### config.mk
export PLATFORM = sky130hd
export DESIGN_NAME = vrf_access_top
export DESIGN_NICKNAME = d
export VERILOG_FILES = /design/src/vrf_pkg.sv /design/src/vrf_mem_if.sv /design/src/vrf_access_top.sv /design/src/vrf_sequencer.sv /design/src/vrf_agu.sv /design/src/vrf_iter_ctr.sv
export VERILOG_INCLUDE_DIRS = /design/src
export SDC_FILE = /design/constraint.sdc
export NUM_CORES = 1
export LEC_CHECK = 0
export ABC_AREA = 1
export BUFFER_PORTS_ARGS = -buffer_cell sky130_fd_sc_hd__clkbuf_2
export CAP_MARGIN = 30
export CORE_MARGIN = 4
export CORE_UTILIZATION = 45
export DETAILED_ROUTE_END_ITERATION = 12
export PLACE_DENSITY_LB_ADDON = 0.2
export SLEW_MARGIN = 20
export SYNTH_ARGS = -nofsm -noshare
export SYNTH_HDL_FRONTEND = slang
export SYNTH_SLANG_ARGS = --single-unit
### constraint.sdc
create_clock -name clk_i -period 2.35 [get_ports clk_i]
set_input_delay 0.3525 -clock clk_i [delete_from_list [all_inputs] [get_ports clk_i]]
set_output_delay 0.3525 -clock clk_i [all_outputs]
set_load 0.02 [all_outputs]
### src/vrf_settings.svh
`ifndef VRF_SETTINGS_SVH
`define VRF_SETTINGS_SVH

//////////////////////////////////////////////////
// Vector register file sizes
//////////////////////////////////////////////////

// Vector register length in bits
`define VRF_VLEN 128

// Memory word and pipeline data port width
`define VRF_WORD_W 32

// Vector register number width
`define VRF_REG_ADDR_W 5

// Words needed to hold one vector register
`define VRF_WORDS_PER_REG (`VRF_VLEN / `VRF_WORD_W)

// Word address into the VRF memory, 32 registers of 4 words
`define VRF_MEM_ADDR_W 7

`endif
### src/vrf_pkg.sv
package vrf_pkg;

  // Register grouping, signed log2 of LMUL
  typedef enum logic signed [2:0] {
    LMUL_1_8 = 3'b101,
    LMUL_1_4 = 3'b110,
    LMUL_1_2 = 3'b111,
    LMUL_1   = 3'b000,
    LMUL_2   = 3'b001,
    LMUL_4   = 3'b010,
    LMUL_8   = 3'b011
  } vlmul_e;

  // Element width
  typedef enum logic [1:0] {
    SEW_8  = 2'b00,
    SEW_16 = 2'b01,
    SEW_32 = 2'b10
  } vsew_e;

  typedef enum logic [2:0] {
    VRF_IDLE,
    VRF_START,
    VRF_READ1,
    VRF_READ2,
    VRF_WRITE
  } vrf_state_e;

  // Pointer presented on the memory address
  typedef enum logic [1:0] {
    PTR_RS1,
    PTR_RS2,
    PTR_RD
  } vrf_ptr_e;

endpackage

### src/vrf_mem_if.sv
`include "vrf_settings.svh"

interface vrf_mem_if ();

  logic                       req;
  logic                       we;
  logic [`VRF_MEM_ADDR_W-1:0] addr;
  logic [`VRF_WORD_W-1:0]     wdata;
  logic                       gnt;
  logic                       rvalid;
  logic [`VRF_WORD_W-1:0]     rdata;

  // Sequencer side, owns the request
  modport seq (
    output req,
    output we,
    input  gnt,
    input  rvalid,
    input  rdata
  );

  // Address generator side
  modport agu (
    output addr,
    input  gnt
  );

  // Memory side as seen from the top level
  modport port (
    input  req,
    input  we,
    input  addr,
    input  wdata,
    output gnt,
    output rvalid,
    output rdata
  );

endinterface

### src/vrf_access_top.sv
`include "vrf_settings.svh"

module vrf_access_top (
  input  logic                       clk_i,
  input  logic                       rst_ni,
  // Pipeline side
  input  logic                       req_i,
  input  logic [2:0]                 sel_operation_i,
  input  vrf_pkg::vlmul_e            lmul_i,
  input  vrf_pkg::vsew_e             sew_i,
  input  logic [`VRF_REG_ADDR_W-1:0] raddr_a_i,
  input  logic [`VRF_REG_ADDR_W-1:0] raddr_b_i,
  input  logic [`VRF_REG_ADDR_W-1:0] waddr_i,
  input  logic [`VRF_WORD_W-1:0]     wdata_i,
  output logic [`VRF_WORD_W-1:0]     rdata_a_o,
  output logic [`VRF_WORD_W-1:0]     rdata_b_o,
  output logic                       vector_done_o,
  // VRF memory bus
  output logic                       data_req_o,
  output logic                       data_we_o,
  output logic [`VRF_MEM_ADDR_W-1:0] data_addr_o,
  output logic [`VRF_WORD_W-1:0]     data_wdata_o,
  input  logic                       data_gnt_i,
  input  logic                       data_rvalid_i,
  input  logic [`VRF_WORD_W-1:0]     data_rdata_i
);

  vrf_mem_if mem_bus ();

  logic              agu_load;
  vrf_pkg::vrf_ptr_e agu_sel;
  logic              agu_incr;
  logic              cnt_load;
  logic              cnt_dec;
  logic              cnt_last;

  //////////////////////////////////////////////////
  // Memory bus to top-level ports
  //////////////////////////////////////////////////

  assign data_req_o     = mem_bus.req;
  assign data_we_o      = mem_bus.we;
  assign data_addr_o    = mem_bus.addr;
  assign mem_bus.wdata  = wdata_i;
  assign data_wdata_o   = mem_bus.wdata;
  assign mem_bus.gnt    = data_gnt_i;
  assign mem_bus.rvalid = data_rvalid_i;
  assign mem_bus.rdata  = data_rdata_i;

  vrf_sequencer u_vrf_sequencer (
    .clk_i           (clk_i),
    .rst_ni          (rst_ni),
    .req_i           (req_i),
    .sel_operation_i (sel_operation_i),
    .mem             (mem_bus.seq),
    .agu_load_o      (agu_load),
    .agu_sel_o       (agu_sel),
    .agu_incr_o      (agu_incr),
    .cnt_load_o      (cnt_load),
    .cnt_dec_o       (cnt_dec),
    .cnt_last_i      (cnt_last),
    .vector_done_o   (vector_done_o),
    .rdata_a_o       (rdata_a_o),
    .rdata_b_o       (rdata_b_o)
  );

  vrf_agu u_vrf_agu (
    .clk_i     (clk_i),
    .rst_ni    (rst_ni),
    .raddr_a_i (raddr_a_i),
    .raddr_b_i (raddr_b_i),
    .waddr_i   (waddr_i),
    .load_i    (agu_load),
    .sel_i     (agu_sel),
    .incr_i    (agu_incr),
    .mem       (mem_bus.agu)
  );

  vrf_iter_ctr u_vrf_iter_ctr (
    .clk_i  (clk_i),
    .rst_ni (rst_ni),
    .load_i (cnt_load),
    .lmul_i (lmul_i),
    .sew_i  (sew_i),
    .dec_i  (cnt_dec),
    .last_o (cnt_last)
  );

endmodule

### src/vrf_sequencer.sv
`include "vrf_settings.svh"

module vrf_sequencer (
  input  logic                   clk_i,
  input  logic                   rst_ni,
  input  logic                   req_i,
  // Bit 0 reads operand A, bit 1 reads operand B, bit 2 writes the result
  input  logic [2:0]             sel_operation_i,
  vrf_mem_if.seq                 mem,
  output logic                   agu_load_o,
  output vrf_pkg::vrf_ptr_e      agu_sel_o,
  output logic                   agu_incr_o,
  output logic                   cnt_load_o,
  output logic                   cnt_dec_o,
  input  logic                   cnt_last_i,
  output logic                   vector_done_o,
  output logic [`VRF_WORD_W-1:0] rdata_a_o,
  output logic [`VRF_WORD_W-1:0] rdata_b_o
);

  vrf_pkg::vrf_state_e state_q;
  vrf_pkg::vrf_state_e state_d;

  // First selected access of an iteration
  vrf_pkg::vrf_ptr_e   first_ptr;
  vrf_pkg::vrf_state_e first_state;
  logic                first_we;

  logic issue_first;
  logic next_iter;
  logic cap_a;
  logic cap_b;

  always_comb begin
    if (sel_operation_i[0]) begin
      first_ptr   = vrf_pkg::PTR_RS1;
      first_we    = 1'b0;
      first_state = vrf_pkg::VRF_READ1;
    end else if (sel_operation_i[1]) begin
      first_ptr   = vrf_pkg::PTR_RS2;
      first_we    = 1'b0;
      first_state = vrf_pkg::VRF_READ2;
    end else begin
      first_ptr   = vrf_pkg::PTR_RD;
      first_we    = 1'b1;
      first_state = vrf_pkg::VRF_WRITE;
    end
  end

  //////////////////////////////////////////////////
  // Control FSM
  //////////////////////////////////////////////////

  always_comb begin
    state_d       = state_q;
    mem.req       = 1'b0;
    mem.we        = 1'b0;
    agu_load_o    = 1'b0;
    agu_sel_o     = vrf_pkg::PTR_RS1;
    cnt_load_o    = 1'b0;
    vector_done_o = 1'b0;
    issue_first   = 1'b0;
    next_iter     = 1'b0;
    cap_a         = 1'b0;
    cap_b         = 1'b0;

    case (state_q)
      vrf_pkg::VRF_IDLE: begin
        if (req_i) begin
          agu_load_o = 1'b1;
          cnt_load_o = 1'b1;
          state_d    = vrf_pkg::VRF_START;
        end
      end

      vrf_pkg::VRF_START: begin
        if (sel_operation_i == 3'b000) begin
          state_d = vrf_pkg::VRF_IDLE;
        end else begin
          issue_first = 1'b1;
        end
      end

      vrf_pkg::VRF_READ1: begin
        cap_a = mem.rvalid;
        // Operand A is always followed by operand B
        if (!sel_operation_i[1]) begin
          state_d = vrf_pkg::VRF_IDLE;
        end else begin
          mem.req   = 1'b1;
          agu_sel_o = vrf_pkg::PTR_RS2;
          if (mem.gnt) state_d = vrf_pkg::VRF_READ2;
        end
      end

      vrf_pkg::VRF_READ2: begin
        cap_b = mem.rvalid;
        if (sel_operation_i[2]) begin
          mem.req   = 1'b1;
          mem.we    = 1'b1;
          agu_sel_o = vrf_pkg::PTR_RD;
          if (mem.gnt) state_d = vrf_pkg::VRF_WRITE;
        end else if (cnt_last_i) begin
          vector_done_o = 1'b1;
          state_d       = vrf_pkg::VRF_IDLE;
        end else begin
          issue_first = 1'b1;
          next_iter   = 1'b1;
        end
      end

      vrf_pkg::VRF_WRITE: begin
        if (cnt_last_i) begin
          vector_done_o = 1'b1;
          state_d       = vrf_pkg::VRF_IDLE;
        end else begin
          issue_first = 1'b1;
          next_iter   = 1'b1;
        end
      end

      default: begin
        state_d = vrf_pkg::VRF_IDLE;
      end
    endcase

    if (issue_first) begin
      mem.req   = 1'b1;
      mem.we    = first_we;
      agu_sel_o = first_ptr;
      if (mem.gnt) state_d = first_state;
    end
  end

  // Pointer steps with every request, the AGU qualifies it with the grant
  assign agu_incr_o = mem.req;
  // Count only moves once the next iteration is accepted
  assign cnt_dec_o  = next_iter && mem.gnt;

  always_ff @(posedge clk_i or negedge rst_ni) begin
    if (!rst_ni) begin
      state_q <= vrf_pkg::VRF_IDLE;
    end else begin
      state_q <= state_d;
    end
  end

  //////////////////////////////////////////////////
  // Operand capture
  //////////////////////////////////////////////////

  always_ff @(posedge clk_i or negedge rst_ni) begin
    if (!rst_ni) begin
      rdata_a_o <= '0;
      rdata_b_o <= '0;
    end else begin
      if (cap_a) rdata_a_o <= mem.rdata;
      if (cap_b) rdata_b_o <= mem.rdata;
    end
  end

  a_req_held: assert property (@(posedge clk_i) disable iff (!rst_ni)
    mem.req && !mem.gnt |=> mem.req)
    else $error("request dropped before grant");

  // Read data only arrives while an operand is being captured
  a_rvalid_in_read: assert property (@(posedge clk_i) disable iff (!rst_ni)
    mem.rvalid |-> state_q inside {vrf_pkg::VRF_READ1, vrf_pkg::VRF_READ2})
    else $error("read data returned outside a read state");

endmodule

### src/vrf_agu.sv
`include "vrf_settings.svh"

module vrf_agu (
  input  logic                       clk_i,
  input  logic                       rst_ni,
  input  logic [`VRF_REG_ADDR_W-1:0] raddr_a_i,
  input  logic [`VRF_REG_ADDR_W-1:0] raddr_b_i,
  input  logic [`VRF_REG_ADDR_W-1:0] waddr_i,
  input  logic                       load_i,
  input  vrf_pkg::vrf_ptr_e          sel_i,
  input  logic                       incr_i,
  vrf_mem_if.agu                     mem
);

  logic [`VRF_MEM_ADDR_W-1:0] rs1_ptr_q;
  logic [`VRF_MEM_ADDR_W-1:0] rs2_ptr_q;
  logic [`VRF_MEM_ADDR_W-1:0] rd_ptr_q;
  logic                       advance;

  // First word of a vector register
  function automatic logic [`VRF_MEM_ADDR_W-1:0] reg_base(
    input logic [`VRF_REG_ADDR_W-1:0] reg_num
  );
    reg_base = `VRF_MEM_ADDR_W'(reg_num * `VRF_WORDS_PER_REG);
  endfunction

  assign advance = incr_i && mem.gnt;

  //////////////////////////////////////////////////
  // Word pointers
  //////////////////////////////////////////////////

  // Grouped registers are walked linearly into the next ones
  always_ff @(posedge clk_i or negedge rst_ni) begin
    if (!rst_ni) begin
      rs1_ptr_q <= '0;
      rs2_ptr_q <= '0;
      rd_ptr_q  <= '0;
    end else if (load_i) begin
      rs1_ptr_q <= reg_base(raddr_a_i);
      rs2_ptr_q <= reg_base(raddr_b_i);
      rd_ptr_q  <= reg_base(waddr_i);
    end else if (advance) begin
      case (sel_i)
        vrf_pkg::PTR_RS1: rs1_ptr_q <= rs1_ptr_q + 1'b1;
        vrf_pkg::PTR_RS2: rs2_ptr_q <= rs2_ptr_q + 1'b1;
        vrf_pkg::PTR_RD:  rd_ptr_q  <= rd_ptr_q + 1'b1;
        default: begin
        end
      endcase
    end
  end

  always_comb begin
    case (sel_i)
      vrf_pkg::PTR_RS2: mem.addr = rs2_ptr_q;
      vrf_pkg::PTR_RD:  mem.addr = rd_ptr_q;
      default:          mem.addr = rs1_ptr_q;
    endcase
  end

  // Address must not move under a pending request
  a_sel_stable: assert property (@(posedge clk_i) disable iff (!rst_ni)
    incr_i && !mem.gnt |=> $stable(sel_i))
    else $error("pointer select changed while waiting for grant");

endmodule

### src/vrf_iter_ctr.sv
`include "vrf_settings.svh"

module vrf_iter_ctr (
  input  logic            clk_i,
  input  logic            rst_ni,
  input  logic            load_i,
  input  vrf_pkg::vlmul_e lmul_i,
  input  vrf_pkg::vsew_e  sew_i,
  input  logic            dec_i,
  output logic            last_o
);

  // Widest case is 8-bit elements with LMUL 8
  localparam int unsigned CNT_W = $clog2(`VRF_WORDS_PER_REG * 4 * 8 + 1);
  localparam logic [CNT_W-1:0] BASE_CNT = CNT_W'(`VRF_WORDS_PER_REG * 4);

  logic [CNT_W-1:0] elem_cnt;
  logic [CNT_W-1:0] load_cnt;
  logic [2:0]       lmul_mag;
  logic [CNT_W-1:0] cnt_q;

  //////////////////////////////////////////////////
  // Iteration count from LMUL and SEW
  //////////////////////////////////////////////////

  always_comb begin
    elem_cnt = BASE_CNT >> sew_i;
    lmul_mag = 3'd0 - lmul_i;
    if (lmul_i[2]) begin
      // Fractional grouping
      load_cnt = elem_cnt >> lmul_mag;
    end else begin
      load_cnt = elem_cnt << lmul_i;
    end
  end

  always_ff @(posedge clk_i or negedge rst_ni) begin
    if (!rst_ni) begin
      cnt_q <= '0;
    end else if (load_i) begin
      cnt_q <= load_cnt;
    end else if (dec_i) begin
      cnt_q <= cnt_q - 1'b1;
    end
  end

  assign last_o = (cnt_q == CNT_W'(1));

  // LMUL and SEW pair must leave at least one iteration
  a_cnt_nonzero: assert property (@(posedge clk_i) disable iff (!rst_ni)
    load_i |=> cnt_q != '0)
    else $error("iteration count is zero after load");

endmodule

==> results of run 1 <==
==> through the flow <==
step           setup TNS, ps  power [mW]
6_report               -1930        9.19
5_1_grt                -2800        9.98
3_5_place_dp           -1790        7.34
3_3_place_gp           -1240        7.21
2_1_floorplan              0        5.90
4_1_cts                -2110        8.99
==> state kept, by name (all words and copies together), names as in the netlist <==
register,cells
u_vrf_agu.rd_ptr_q,7
u_vrf_agu.rs2_ptr_q,7
u_vrf_agu.rs1_ptr_q,7
u_vrf_sequencer.rdata_b_o,32
u_vrf_sequencer.state_q,3
u_vrf_sequencer.rdata_a_o,32
u_vrf_iter_ctr.cnt_q,8
==> final cells by class <==
cell class | count | area (µm²)
Multi-Input combinational cell | 442 | 2340
Tap cell | 140 | 175
Clock buffer | 9 | 225
Inverter | 72 | 278
Clock inverter | 7 | 61.3
Fill cell | 1005 | 4590
Timing Repair Buffer | 172 | 1010
Sequential cell | 96 | 2400
==> cell usage after synthesis (all sizes together) <==
cell type / number
a21oi: 22
a22o: 2
a22oi: 1
a31oi: 2
buf: 39
clkbuf: 19
dfrtp: 96
ha: 9
inv: 72
nand2: 184
nand3: 62
nand4: 6
nor2: 44
nor3: 5
nor4: 2
o211ai: 3
o21ai: 87
o21bai: 2
o22ai: 2
or2: 1
xnor2: 4
xor2: 4
==> what timing repair did <==
action,CTS,global route
resized for setup,18,31
buffers inserted,2,3
pin swaps,3,10
cloned,0,0
endpoints found under the setup margin,7,8
hold buffers,0,0
==> power by group <==
group / internal [mW] / total (mW) / switching, mW
sequential: 2.39 / 2.94 / 0.546
combinational: 1.88 / 4.84 / 2.96
clock: 0.741 / 1.41 / 0.672
total: 5.01 / 9.19 / 4.18
==> logic make-up (layout without fill, tap and decap cells) <==
| kind of cell | after synthesis | after routing | synth area share |
|---|---|---|---|
| flip-flops | 96 | 96 | 0.462 |
| buffers and inverters | 130 | 260 | 0.120 |
| AO/OA/AOI/OAI | 121 | 121 | 0.124 |
| adder cells (fa/ha/maj) | 9 | 9 | 0.0217 |
| AND/OR/NAND/NOR | 304 | 304 | 0.259 |
| XOR/XNOR | 8 | 8 | 0.0135 |
==> layer usage <==
| layer | vias up | wire length [µm] |
|---|---|---|
| li1 | 2365 | - |
| met1 | 2136 | 5390 |
| met2 | 177 | 5880 |
| met3 | 32 | 1120 |
| met4 | 0 | 318 |
| met5 | - | 0 |
==> final timing paths <==
kind,start,endpoint,depth (start not counted)
setup / recovery,u_vrf_iter_ctr.cnt_q[3],data_addr_o[3],12
hold / removal,rst_ni,u_vrf_iter_ctr.cnt_q[7],1
setup reg to reg,u_vrf_iter_ctr.cnt_q[3],u_vrf_agu.rd_ptr_q[6],14
hold reg to reg,u_vrf_sequencer.rdata_b_o[13],u_vrf_sequencer.rdata_b_o[13],2
max in group asynchronous,rst_ni,u_vrf_sequencer.rdata_a_o[10],2
min in group clk_i,data_rdata_i[13],u_vrf_sequencer.rdata_b_o[13],3
==> impl_metrics.env, run 1 <==
export IMPL_antenna_left=0
export IMPL_wirelength_um=12700
export IMPL_cp_top_family="simple AND/OR/NAND/NOR gates"
export IMPL_failed_checks="negative hold slack, negative setup slack"
export IMPL_overflow=0
export IMPL_track_usage=0.200
export IMPL_gr_max_usage_layer="met2"
export IMPL_fin_util=0.586
export IMPL_critPathCaptureType="output pin"
export IMPL_vias=4710
export IMPL_dr_pass1_iters=4
export IMPL_cp_slowest_cell="dfrtp_1"
export IMPL_yosys_top_cells_area="dfrtp_1, nand2_1, o21ai_0"
export IMPL_grt_use_met3=0.0632
export IMPL_worst_hold_slack_ps=-5.68
export IMPL_fin_crit_sh=1.13
export IMPL_cts_max_level=3
export IMPL_layout_cells_non_filler=938
export IMPL_grt_pass1_vias=4728
export IMPL_place_gp_congestion=0.913
export IMPL_final_max_slew_violation_count=0
export IMPL_tritoncts="done"
export IMPL_yosysSeqAreaShare=0.462
export IMPL_cts_root_buf="clkbuf_16"
export IMPL_mostFrequentLayoutCells="nand2_1, clkbuf_2, dfrtp_1"
export IMPL_syn_nets=769
export IMPL_use_met2=0.320
export IMPL_maxCapViolCount=0
export IMPL_max_stage_delay_ps=410
export IMPL_use_met1=0.256
export IMPL_dpl_cell_count=917
export IMPL_fin_ws_ps=-314
export IMPL_fin_crit_ps=2660
export IMPL_drc=0
export IMPL_skew_ps=8.69
export IMPL_synth_cell_type_count=32
export IMPL_syn2layout_area_growth_pct=24.9
export IMPL_tightest_slew_ps=560
export IMPL_relSlewSlack=0.627
export IMPL_final_common_cell="nand2_1"
export IMPL_ios=198
export IMPL_cp_start_kind="flip-flop"
export IMPL_clk_pin_slew_ps=70
export IMPL_syn_area_um2=5200
export IMPL_r2r_slack_ps=290
export IMPL_placed_area_um2=6010
export IMPL_power_density_nw_per_um2=1420
export IMPL_avgSynthCellArea_um2=7.78
export IMPL_grt_max_degree=65
export IMPL_syn_inst=668
export IMPL_setup_viol=7
export IMPL_insertion_delay_ps=340
export IMPL_antenna_found_initial=0
export IMPL_final_area_um2=6490
export IMPL_rsz0062_at_grt="yes"
export IMPL_dpl_worst_slack_ps=-350
export IMPL_synth_largest_area_cell="dfrtp_1"
export IMPL_cp_data_arrival_time_ps=2310
export IMPL_crit_fanout=8
export IMPL_die_h_um=115
export IMPL_drt_initial_drc_count=309
export IMPL_wl_per_cell_um=13.5
export IMPL_num_rows=38
export IMPL_path_cells="nor2_2 > nand2_1 > inv_2 > nand2_2 > nand2_4 > nand2_4 > a21oi_4 > inv_2 > ha_4 > a21oi_2 > a22oi_2 > clkbuf_8"
export IMPL_die_w_um=115
export IMPL_crit_type="flip-flop to output pin"
export IMPL_initial_utilization=0.469
export IMPL_post_dp_hpwl_um=9440
export IMPL_layout_drive_gt1_share=0.301
export IMPL_ys_warn_count=0
export IMPL_clock_sinks=96
export IMPL_critPathBufInv=3
export IMPL_portBuffers=133
export IMPL_antenna_cells=0
export IMPL_ys_ff_latch=96
export IMPL_design_die_area_um2=13300
export IMPL_status="complete, but fails checks"
export IMPL_p_leak_nw=3.48
export IMPL_hold_viol_final=2
export IMPL_drt_vias_per_instance=5.02
export IMPL_hold_path_class="primary input to asynchronous set/reset pin"
export IMPL_clock_path_buffers=2
export IMPL_coreArea_um2=11100
export IMPL_fmax_ghz=0.375
export IMPL_yosysTopAreaCellShare=0.462
export IMPL_ir_drop_mv=1.29
export IMPL_nets=894
export IMPL_grt_pass1_wl_um=21800
export IMPL_worstPathRequired_ps=2000
export IMPL_cts_buffers=9
Power figures use the tool's default switching activity.
==> run 2: changes to the inputs <==
Settings changed: CORE_UTILIZATION 45 to 35.
==> run 2 against run 1 <==
  * The run ends with negative setup slack left
  * Clock skew shrank 3.1 ps
  * Worst hold slack gained 10 ps
  * Clock-buffer cell count grew 1
==> impl_metrics.env, run 2 (synthesized netlist as in run 1, its figures left out) <==
export IMPL_p_int_mw=5.18
export IMPL_crit_type="flip-flop to output pin"
export IMPL_clock_path_buffers=2
export IMPL_fin_ws_ps=-313
export IMPL_drc=0
export IMPL_cp_data_arrival_time_ps=2310
export IMPL_grt_pass1_wl_um=22600
export IMPL_insertion_delay_ps=350
export IMPL_crit_fanout=8
export IMPL_clock_sinks=96
export IMPL_antenna_cells=0
export IMPL_grt_pass1_vias=4680
export IMPL_design_die_area_um2=16900
export IMPL_ir_drop_mv=0.655
export IMPL_antenna_left=0
export IMPL_num_rows=44
export IMPL_maxCapViolCount=0
export IMPL_track_usage=0.166
export IMPL_die_h_um=130
export IMPL_drt_initial_drc_count=179
export IMPL_overflow=0
export IMPL_relSlewSlack=0.604
export IMPL_status="complete, but fails checks"
export IMPL_antenna_found_initial=0
export IMPL_power_share_switching=0.451
export IMPL_fin_crit_sh=1.13
export IMPL_fmax_ghz=0.375
export IMPL_hold_viol_final=0
export IMPL_place_gp_congestion=0.841
export IMPL_portBuffers=133
export IMPL_hold_path_class="primary input to asynchronous set/reset pin"
export IMPL_final_common_cell="nand2_1"
export IMPL_power_density_nw_per_um2=1430
export IMPL_final_max_slew_violation_count=0
export IMPL_syn2layout_area_growth_pct=27.0
export IMPL_initial_utilization=0.358
export IMPL_p_comb_frac=0.538
export IMPL_tightest_slew_ps=594
export IMPL_mostFrequentLayoutCells="nand2_1, clkbuf_2, dfrtp_1"
export IMPL_cts_hold_buffers=0
export IMPL_p_sw_mw=4.25
export IMPL_clk_pin_slew_ps=70
export IMPL_rsz0062_at_grt="yes"
export IMPL_cts_max_level=3
export IMPL_pwr_share_seq=0.313
export IMPL_skew_ps=5.58
export IMPL_failed_checks="negative setup slack"
export IMPL_r2r_slack_ps=190
export IMPL_cp_start_kind="flip-flop"
export IMPL_die_w_um=130
export IMPL_cts_buffers=9
export IMPL_fin_util=0.454
export IMPL_critPathCaptureType="output pin"
export IMPL_layout_drive_gt1_share=0.305
export IMPL_vias=4721
export IMPL_p_clk_frac=0.149
export IMPL_dr_pass1_iters=4
export IMPL_wl_per_cell_um=13.9
export IMPL_p_leak_nw=3.50
export IMPL_worstPathRequired_ps=2000
export IMPL_grt_max_degree=65
export IMPL_layout_cells_non_filler=983
export IMPL_coreArea_um2=14500
export IMPL_cts_root_buf="clkbuf_16"
export IMPL_tritoncts="done"
export IMPL_top_regs="u_vrf_sequencer.rdata_a_o: 32 flops, u_vrf_sequencer.rdata_b_o: 32 flops, u_vrf_iter_ctr.cnt_q: 8 flops"
export IMPL_nets=896
export IMPL_dpl_cell_count=961
export IMPL_post_dp_hpwl_um=10000
export IMPL_setup_viol=7
export IMPL_wirelength_um=13600
export IMPL_drt_vias_per_instance=4.80
export IMPL_fin_crit_ps=2660
export IMPL_ios=198
==> run 2: cell types whose count changed in the layout (fill, tap and decap cells not counted), moves of 2 or more <==
cell / previous run / this run
inv_8: 3 / 1
buf_4: 43 / 40
a21oi_2: 6 / 8
a21oi_1: 15 / 13
clkbuf_8: 1 / 7
==> run 2: critical path, cell delays in order (launching register included) <==
cell and delay [ps]:
dfrtp_1 370, inv_2 80, ha_4 130, inv_2 40
nor2_4 90, nand2_2 60, nand2_2 80, nand2_4 90
a21oi_4 200, inv_2 60, ha_4 360, a21oi_2 60
a22oi_2 160, clkbuf_8 170
==> run 2: layout make-up <==
| cell class | instances | area, µm² |
|---|---|---|
| Clock inverter | 5 | 41.3 |
| Multi-Input combinational cell | 442 | 2350 |
| Inverter | 72 | 278 |
| Tap cell | 184 | 230 |
| Sequential cell | 96 | 2400 |
| Timing Repair Buffer | 174 | 1050 |
| Clock buffer | 10 | 239 |
| Fill cell | 1484 | 7940 |
==> run 2: path summary, 6_finish.rpt <==
check	from	end	depth (start not counted)
max	u_vrf_iter_ctr.cnt_q[1]	data_addr_o[3]	13
min	rst_ni	u_vrf_agu.rs1_ptr_q[5]	1
max reg2reg	u_vrf_iter_ctr.cnt_q[1]	u_vrf_agu.rd_ptr_q[4]	16
min reg2reg	u_vrf_sequencer.rdata_b_o[10]	u_vrf_sequencer.rdata_b_o[10]	2
max in group asynchronous	rst_ni	u_vrf_sequencer.rdata_a_o[16]	2
min in group clk_i	data_rdata_i[12]	u_vrf_sequencer.rdata_a_o[12]	3
==> run 2: power by group through the flow <==
stage          clock network, mW  logic, mW  registers, mW
6_report                    1.40       5.08           2.95
5_1_grt                     1.53       5.59           3.06
4_1_cts                     1.46       4.92           2.94
3_5_place_dp                   0       4.49           2.94
3_3_place_gp                   0       4.38           2.91
2_1_floorplan                  0       2.40           3.50
==> run 2: per-layer routing <==
layer	GRT usage	wire, µm
met2	0.270	6470
met1	0.205	5750
met3	0.0696	1220
met5	0	0
met4	0.0410	187
==> run 2: stage by stage <==
step           worst slack (ps)  cell area, µm²  hold WS [ps]  total power [mW]  TNS, ps
3_5_place_dp               -259            6060           398              7.43    -1380
3_3_place_gp               -139            6060           399              7.29     -942
5_1_grt                    -466            6600          48.4              10.2    -3140
2_1_floorplan              19.1            5250          56.9              5.90        0
4_1_cts                    -335            6500          19.7              9.33    -2200
6_report                   -313            6600          4.36              9.43    -2100
==> run 2: what timing repair did <==
item                                    4_1_cts  5_1_grt
buffers inserted                              2        5
gates cloned                                  0        0
pin swaps                                     9       12
resized for setup                            35       17
endpoints found under the setup margin        7       15
